$ cat src/source/bru_pkg.sv
/*
 * Branch resolution package
 * Shared width, operation and control-flow encodings, and the packed
 * structs passed between the issue port, the branch unit and the
 * result stage of the execute slice.
 */

`default_nettype none

package bru_pkg;

    // Data and address width
    localparam int unsigned XLEN = 32;

    // Control-flow operations handled by this slice
    typedef enum logic [3:0] {
        BEQ  = 4'd0,
        BNE  = 4'd1,
        BLT  = 4'd2,
        BGE  = 4'd3,
        BLTU = 4'd4,
        BGEU = 4'd5,
        JAL  = 4'd6,
        JALR = 4'd7
    } fu_op_e;

    // Control-flow class as seen by the predictor
    typedef enum logic [2:0] {
        NO_CF  = 3'd0,
        BRANCH = 3'd1,
        JUMP   = 3'd2,
        JUMP_R = 3'd3,
        RETURN = 3'd4
    } cf_e;

    // Exception cause code for a misaligned fetch target
    localparam logic [3:0] EXC_INSTR_ADDR_MISALIGNED = 4'd0;

    typedef struct packed {
        fu_op_e            operation;
        logic [XLEN-1:0]   operand_a;
        logic [XLEN-1:0]   operand_b;
        logic [XLEN-1:0]   imm;
    } fu_data_t;

    // What the front end guessed at fetch time
    typedef struct packed {
        cf_e               cf;
        logic [XLEN-1:0]   predict_address;
    } branch_predict_t;

    // Payload of the input stage
    typedef struct packed {
        fu_data_t          fu_data;
        logic [XLEN-1:0]   pc;
        logic              is_compressed;
        branch_predict_t   predict;
    } issue_t;

    // Resolution record sent back towards the predictor
    typedef struct packed {
        logic              valid;
        logic [XLEN-1:0]   pc;
        logic [XLEN-1:0]   target_address;
        logic              is_mispredict;
        logic              is_taken;
        cf_e               cf_type;
    } bp_resolve_t;

    typedef struct packed {
        logic [3:0]        cause;
        logic [XLEN-1:0]   tval;
        logic              valid;
    } exception_t;

    // Payload of the output stage
    typedef struct packed {
        logic [XLEN-1:0]   link;
        bp_resolve_t       resolved;
        exception_t        exception;
    } exec_result_t;

    // True for the six conditional compare operations
    function automatic logic op_is_branch(input fu_op_e op);
        case (op)
            BEQ, BNE, BLT, BGE, BLTU, BGEU: return 1'b1;
            default:                        return 1'b0;
        endcase
    endfunction

endpackage

`default_nettype wire

$ cat src/source/branch_compare.sv
/*
 * Branch compare
 * Evaluates the branch condition for the six compare operations and
 * reports unconditional jumps as taken.
 */

`timescale 1ns/1ps
`default_nettype none

module branch_compare import bru_pkg::*; (
    input  fu_op_e            op_i,
    input  logic [XLEN-1:0]   operand_a_i,
    input  logic [XLEN-1:0]   operand_b_i,
    output logic              taken_o
);

    logic is_equal;
    logic less_signed;
    logic less_unsigned;

    // Shared relations, each compare op picks one and maybe inverts it
    assign is_equal      = (operand_a_i == operand_b_i);
    assign less_signed   = ($signed(operand_a_i) < $signed(operand_b_i));
    assign less_unsigned = (operand_a_i < operand_b_i);

    always_comb begin
        if (!op_is_branch(op_i)) begin
            // JAL and JALR always redirect
            taken_o = (op_i == JAL) || (op_i == JALR);
        end else begin
            case (op_i)
                BEQ:     taken_o = is_equal;
                BNE:     taken_o = !is_equal;
                BLT:     taken_o = less_signed;
                BGE:     taken_o = !less_signed;
                BLTU:    taken_o = less_unsigned;
                BGEU:    taken_o = !less_unsigned;
                default: taken_o = 1'b0;
            endcase
        end
    end

endmodule

`default_nettype wire

$ cat src/source/branch_exec_top.sv
/*
 * Branch execute slice
 * Issue stage register, branch compare, branch unit and result stage
 * register. A valid mispredict on the output flushes both stages.
 */

`timescale 1ns/1ps
`default_nettype none

module branch_exec_top import bru_pkg::*; #(
    parameter bit RVC = 1'b1
) (
    input  logic             clk_i,
    input  logic             rst_n_i,
    input  logic             issue_valid_i,
    input  issue_t           issue_i,
    output logic             result_valid_o,
    output logic [XLEN-1:0]  link_o,
    output bp_resolve_t      resolved_o,
    output exception_t       exception_o
);

    logic          stage_valid;
    issue_t        stage_issue;
    logic          comp_taken;
    exec_result_t  result_d;
    exec_result_t  result_q;
    logic          flush;

    // Kill wrong-path work in both stages
    assign flush = result_valid_o && result_q.resolved.is_mispredict;

    exec_pipe_reg #(.payload_t(issue_t)) i_issue_stage (
        .clk_i   (clk_i),
        .rst_n_i (rst_n_i),
        .flush_i (flush),
        .valid_i (issue_valid_i),
        .data_i  (issue_i),
        .valid_o (stage_valid),
        .data_o  (stage_issue)
    );

    branch_compare i_branch_compare (
        .op_i        (stage_issue.fu_data.operation),
        .operand_a_i (stage_issue.fu_data.operand_a),
        .operand_b_i (stage_issue.fu_data.operand_b),
        .taken_o     (comp_taken)
    );

    branch_unit #(.RVC(RVC)) i_branch_unit (
        .valid_i      (stage_valid),
        .issue_i      (stage_issue),
        .comp_taken_i (comp_taken),
        .result_o     (result_d)
    );

    exec_pipe_reg #(.payload_t(exec_result_t)) i_result_stage (
        .clk_i   (clk_i),
        .rst_n_i (rst_n_i),
        .flush_i (flush),
        .valid_i (result_d.resolved.valid),
        .data_i  (result_d),
        .valid_o (result_valid_o),
        .data_o  (result_q)
    );

    assign link_o = result_q.link;

    // Flushed payloads must not leak valid flags
    always_comb begin
        resolved_o             = result_q.resolved;
        resolved_o.valid       = result_valid_o;
        exception_o            = result_q.exception;
        exception_o.valid      = result_q.exception.valid && result_valid_o;
    end

endmodule

`default_nettype wire

$ cat src/source/branch_unit.sv
/*
 * Branch unit
 * Computes the link value and jump target, builds the resolution record
 * with the misprediction decision, and raises the instruction address
 * misaligned exception when compressed instructions are not supported.
 */

`timescale 1ns/1ps
`default_nettype none

module branch_unit import bru_pkg::*; #(
    parameter bit RVC = 1'b1
) (
    input  logic          valid_i,
    input  issue_t        issue_i,
    input  logic          comp_taken_i,
    output exec_result_t  result_o
);

    logic [XLEN-1:0] pc_step;
    logic [XLEN-1:0] next_pc;
    logic [XLEN-1:0] jump_base;
    logic [XLEN-1:0] target_address;
    logic            is_branch;
    logic            is_jalr;
    logic            jump_taken;

    assign is_branch = op_is_branch(issue_i.fu_data.operation);
    assign is_jalr   = (issue_i.fu_data.operation == JALR);

    // Fall-through address, also the link written to rd
    assign pc_step = issue_i.is_compressed ? XLEN'(2) : XLEN'(4);
    assign next_pc = issue_i.pc + pc_step;

    // JALR jumps relative to rs1, all others relative to the PC
    assign jump_base = is_jalr ? issue_i.fu_data.operand_a : issue_i.pc;

    always_comb begin
        target_address = jump_base + issue_i.fu_data.imm;
        // JALR drops the lowest target bit
        if (is_jalr) begin
            target_address[0] = 1'b0;
        end
    end

    // Taken means a taken compare or any jump
    assign jump_taken = comp_taken_i;

    always_comb begin
        result_o.link = next_pc;

        // Defaults, the predicted type passes through for JAL
        result_o.resolved.valid          = valid_i;
        result_o.resolved.pc             = issue_i.pc;
        result_o.resolved.target_address = '0;
        result_o.resolved.is_mispredict  = 1'b0;
        result_o.resolved.is_taken       = 1'b0;
        result_o.resolved.cf_type        = issue_i.predict.cf;

        if (valid_i) begin
            // Not taken falls back to the next sequential PC
            result_o.resolved.target_address = jump_taken ? target_address : next_pc;
            result_o.resolved.is_taken       = jump_taken;

            if (is_branch) begin
                // BHT update, wrong when outcome and predicted direction disagree
                result_o.resolved.cf_type       = BRANCH;
                result_o.resolved.is_mispredict =
                    comp_taken_i != (issue_i.predict.cf == BRANCH);
            end

            // Register jump, no prediction or wrong address
            if (is_jalr &&
                (issue_i.predict.cf == NO_CF ||
                 target_address != issue_i.predict.predict_address)) begin
                result_o.resolved.is_mispredict = 1'b1;
                // Returns keep their class so the RAS is not confused with the BTB
                if (issue_i.predict.cf != RETURN) begin
                    result_o.resolved.cf_type = JUMP_R;
                end
            end
        end
    end

    always_comb begin
        result_o.exception.cause = EXC_INSTR_ADDR_MISALIGNED;
        result_o.exception.tval  = issue_i.pc;
        result_o.exception.valid = 1'b0;
        // Without RVC every fetch target must be word aligned
        if (!RVC) begin
            if (valid_i && jump_taken && (target_address[1:0] != 2'b00)) begin
                result_o.exception.valid = 1'b1;
            end
        end
    end

endmodule

`default_nettype wire

$ cat src/source/exec_pipe_reg.sv
/*
 * Execute pipeline register
 * Valid-tagged stage register with synchronous flush, shared by the
 * issue and result stages through a type parameter.
 */

`timescale 1ns/1ps
`default_nettype none

module exec_pipe_reg #(
    parameter type payload_t = logic
) (
    input  logic      clk_i,
    input  logic      rst_n_i,
    input  logic      flush_i,
    input  logic      valid_i,
    input  payload_t  data_i,
    output logic      valid_o,
    output payload_t  data_o
);

    logic     valid_q;
    payload_t data_q;

    // Valid tag, cleared by reset or flush
    always_ff @(posedge clk_i) begin
        if (!rst_n_i) begin
            valid_q <= 1'b0;
        end else if (flush_i) begin
            valid_q <= 1'b0;
        end else begin
            valid_q <= valid_i;
        end
    end

    // Payload loads every cycle, only meaningful with valid_q
    always_ff @(posedge clk_i) begin
        data_q <= data_i;
    end

    assign valid_o = valid_q;
    assign data_o  = data_q;

endmodule

`default_nettype wire

$ cat config.mk
export PLATFORM = sky130hd
export DESIGN_NAME = branch_exec_top
export DESIGN_NICKNAME = d
export VERILOG_FILES = /design/src/source/bru_pkg.sv /design/src/source/branch_compare.sv /design/src/source/branch_exec_top.sv /design/src/source/branch_unit.sv /design/src/source/exec_pipe_reg.sv
export SDC_FILE = /design/constraint.sdc
export NUM_CORES = 1
export LEC_CHECK = 0
export ABC_AREA = 1
export CAP_MARGIN = 20
export CORE_MARGIN = 4
export CORE_UTILIZATION = 35
export DETAILED_ROUTE_END_ITERATION = 8
export DONT_BUFFER_PORTS = 1
export HOLD_SLACK_MARGIN = 0.12
export PLACE_DENSITY_LB_ADDON = 0.12
export REMOVE_ABC_BUFFERS = 1
export SLEW_MARGIN = 20
export SYNTH_ARGS = -nofsm -noshare
export SYNTH_HDL_FRONTEND = slang
export SYNTH_SLANG_ARGS = --single-unit
$ cat constraint.sdc
create_clock -name clk_i -period 3.33 [get_ports clk_i]
set_clock_uncertainty 0.2 [all_clocks]
set_input_delay 0 -clock clk_i [delete_from_list [all_inputs] [get_ports clk_i]]
set_output_delay 0 -clock clk_i [all_outputs]
set_load 0.02 [all_outputs]
==> metrics.yaml <==
status:
  status: "finished, violations left"
  failed_checks: "negative setup slack"
drt:
  wl_per_cell_um: 17.3
  first_pass_iters: 7
  drc: 0
  drt_iter0_drc: 617
  vias: 11200
  ant_nets: 0
  drt_wl_total_um: 42900
  vias_per_cell: 4.52
synthesis:
  synth_area_leaders: "dfxtp_1, nand2_1, ha_1"
  ys_seq_elements: 270
  synth_simple_gate_area_frac: 0.268
  synth_top_cell_by_area: "dfxtp_1"
  yosys_warnings: 0
  synth_flop_cell: "dfxtp_1"
  synth_area_um2: 11700
  synthMuxAreaShare: 0
  ys_async_sr_fraction: 0
  syn_inst: 1505
  postSynthAreaPerCell_um2: 7.77
  synth_top_family_by_area: "simple AND/OR/NAND/NOR gates"
  ys_seq_area_frac: 0.462
  synth_compound_area_frac: 0.0574
  synthTopCellsByCount: "nand2_1, dfxtp_1, inv_1"
  synthXorXnorAreaFrac: 0.0298
  synth_edf_count: 0
  synthAdderAreaFrac: 0.0772
  synth_top_area_share: 0.462
  synth.most_common_cell: "nand2_1"
  yosysUniqueCellTypes: 44
clocking:
  cts.clk_slew.worst_paths_ns: 0.06
  cts_buffers: 29
  h-tree-depth: 1
  cts_root_buf: "clkbuf_16"
  cts_tree: "yes"
  cts.sinks: 270
  clock_latency_ns: 0.59
  clockBufferDepth: 3
grt:
  use_met3: 0.0496
  antenna_found_initial: 0
  busiest_layer: "met2"
  grt_usage: 0.229
  grt_pass1_vias: 11700
  grt_max_degree: 35
  grtUsageMet2: 0.392
  grt_use_met1: 0.296
  grt_overflow_total: 0
  grt_pass1_wl_um: 64300
worst_setup_path:
  arrival_ns: 3.76
  rrSetupSlack_ns: -0.16
  rr_worst_depth: 26
  worstSetupPathType: "register to register"
  required_ns: 3.60
  timing.rr.end: "i_result_stage.data_o[37]"
  crit-reg2reg-launch: "i_issue_stage.data_o[167]"
  start_kind: "register"
  worst_setup_path_end_kind: "register"
  cp_max_fo: 6
sta:
  fin_ws_ns: -0.162
  maxSlewHeadroom: 0.420
  slew_viol_final: 0
  fin_crit_sh: 1.05
  worst_hold_slack_ns: 0.221
  rsz0062_at_grt: "yes"
  finalCriticalPeriod_ns: 3.49
  max_freq_mhz: 286
  worst_pin_slew_ns: 0.870
  hold_viol: 0
  final-setup-viol-count: 4
floorplanning:
  dieHeight_um: 191
  pin_count: 311
  start_util: 0.357
  die_area_um2: 36400
  die_w_um: 191
  row_count: 66
  core_um2: 32800
layout:
  fin_nets: 2261
  area_delta_synth_final_pct: 59.2
  post-route-util: 0.568
  num-fill-cells: 2900
  fin_area_um2: 18600
  drive_gt1_frac: 0.216
place:
  dp_hpwl_um: 31000
  gp_congestion: 0.934
  portBuffers: 0
  place_area_um2: 13200
worst_hold_path:
  whs_path_depth: 0
  holdPathEnd: "i_result_stage.data_o[102]"
  hp-start: "i_issue_stage.data_o[64]"
  hold_path.class: "register to register"
pwr:
  power.total_mw: 9.04
  vdd_drop_max_uv: 471
  power_density_nw_per_um2: 485
  cellLeakagePower_nw: 8.98
run:
  max-cap-violations: 0
==> report_power, final <==
part           switching, mW  total (mW)  internal (mW)
sequential             0.255        3.67           3.42
clock                   1.37        3.48           2.12
combinational          0.923        1.88          0.957
total                   2.54        9.04           6.49
==> logic make-up after synthesis <==
group | after synthesis
compound gates | 127
xor+xnor | 35
fa+ha+maj | 71
buf+inv | 284
flops | 270
other cells | 1
simple gates | 717
==> per-layer routing <==
layer  wire [um]  part of all wire
met1       18800              0.44
met2       20400              0.48
met3        2610             0.061
met4        1060             0.025
met5           0                 0
==> registers in the layout, indices dropped and copies added, names as in the netlist <==
| register | flops |
|---|---|
| i_result_stage.valid_o | 1 |
| i_issue_stage.data_o | 168 |
| i_result_stage.data_o | 100 |
| i_issue_stage.valid_o | 1 |
==> placed cells by master, fill, tap and decap left out, types with 4 or more instances in the layout <==
| master | count |
|---|---|
| xor2_1 | 22 |
| ha_1 | 44 |
| buf_6 | 5 |
| o21ai_2 | 7 |
| nand3_1 | 76 |
| ha_4 | 24 |
| o21ai_0 | 23 |
| o21ai_1 | 21 |
| conb_1 | 5 |
| nor2_1 | 62 |
| nand2_4 | 4 |
| a21oi_2 | 13 |
| nand3b_1 | 18 |
| a21oi_1 | 54 |
| clkbuf_16 | 29 |
| nand2_1 | 391 |
| nand4_1 | 15 |
| clkbuf_8 | 6 |
| xnor2_1 | 9 |
| nor2_4 | 8 |
| nor2_2 | 30 |
| clkbuf_1 | 5 |
| nor3_1 | 13 |
| dfxtp_2 | 5 |
| bufinv_16 | 5 |
| nand2_2 | 67 |
| nand3_2 | 15 |
| buf_4 | 183 |
| inv_1 | 218 |
| dlygate4sd3_1 | 341 |
| inv_2 | 9 |
| dfxtp_1 | 265 |
==> how the worst max path moves through the flow <==
stage               slack (ns)                         to                 startpoint
floorplan                -0.52  i_result_stage.data_o[38]  i_issue_stage.data_o[167]
global placement         -0.52  i_result_stage.data_o[38]  i_issue_stage.data_o[166]
detailed placement       -0.59  i_result_stage.data_o[37]  i_issue_stage.data_o[165]
CTS                      -0.10  i_result_stage.data_o[38]  i_issue_stage.data_o[167]
global route             -0.37  i_result_stage.data_o[39]  i_issue_stage.data_o[167]
finish                   -0.16  i_result_stage.data_o[37]  i_issue_stage.data_o[167]
==> cell type report <==
type / instances / area (um^2) / area share
inverters: 229 / 865 / 0.0464
well taps: 442 / 553 / 0.0297
clock buffers: 40 / 827 / 0.0444
flip-flops and latches: 270 / 5410 / 0.290
diodes: 2 / 5.00 / 0.000269
repair buffers: 534 / 4950 / 0.265
clock inverters: 11 / 201 / 0.0108
multi-input cells: 955 / 5830 / 0.313
==> through the flow <==
| step | worst slack (ns) | TNS (ns) | instances |
|---|---|---|---|
| 2_1_floorplan | -0.516 | -1.96 | 1454 |
| 3_3_place_gp | -0.524 | -1.98 | 2063 |
| 3_5_place_dp | -0.589 | -2.22 | 2063 |
| 4_1_cts | -0.101 | -0.274 | 2478 |
| 5_1_grt | -0.374 | -1.32 | 2481 |
| 6_report | -0.162 | -0.498 | 2483 |
==> worst max-delay path: stages, from the launching register on <==
cell and delay [ns]:
dfxtp_2 0.32, inv_2 0.07, nand4_4 0.15, buf_12 0.17, o21ai_2 0.11, ha_2 0.19, inv_2 0.04, fa_2 0.37
inv_2 0.11, buf_6 0.13, nand2_2 0.06, nand2_2 0.08, nor2_1 0.04, nor2_1 0.08, nand2_1 0.09, nor2_1 0.11
nand2_1 0.08, nor2_2 0.15, nand3_2 0.08, nor2_2 0.13, nand3_2 0.12, nor2_4 0.12, nand2_4 0.10, nand3_2 0.08
nand2_1 0.05, nand2_1 0.05, nand2_1 0.07
==> timing repair <==
item,CTS,global route
setup buffers,22,3
cloned,1,0
endpoints found under the setup margin,4,5
pin swaps,30,33
hold endpoints to repair,170,0
hold buffers,341,0
resized for setup,140,61
No activity file was read; power rests on OpenSTA's default activity.
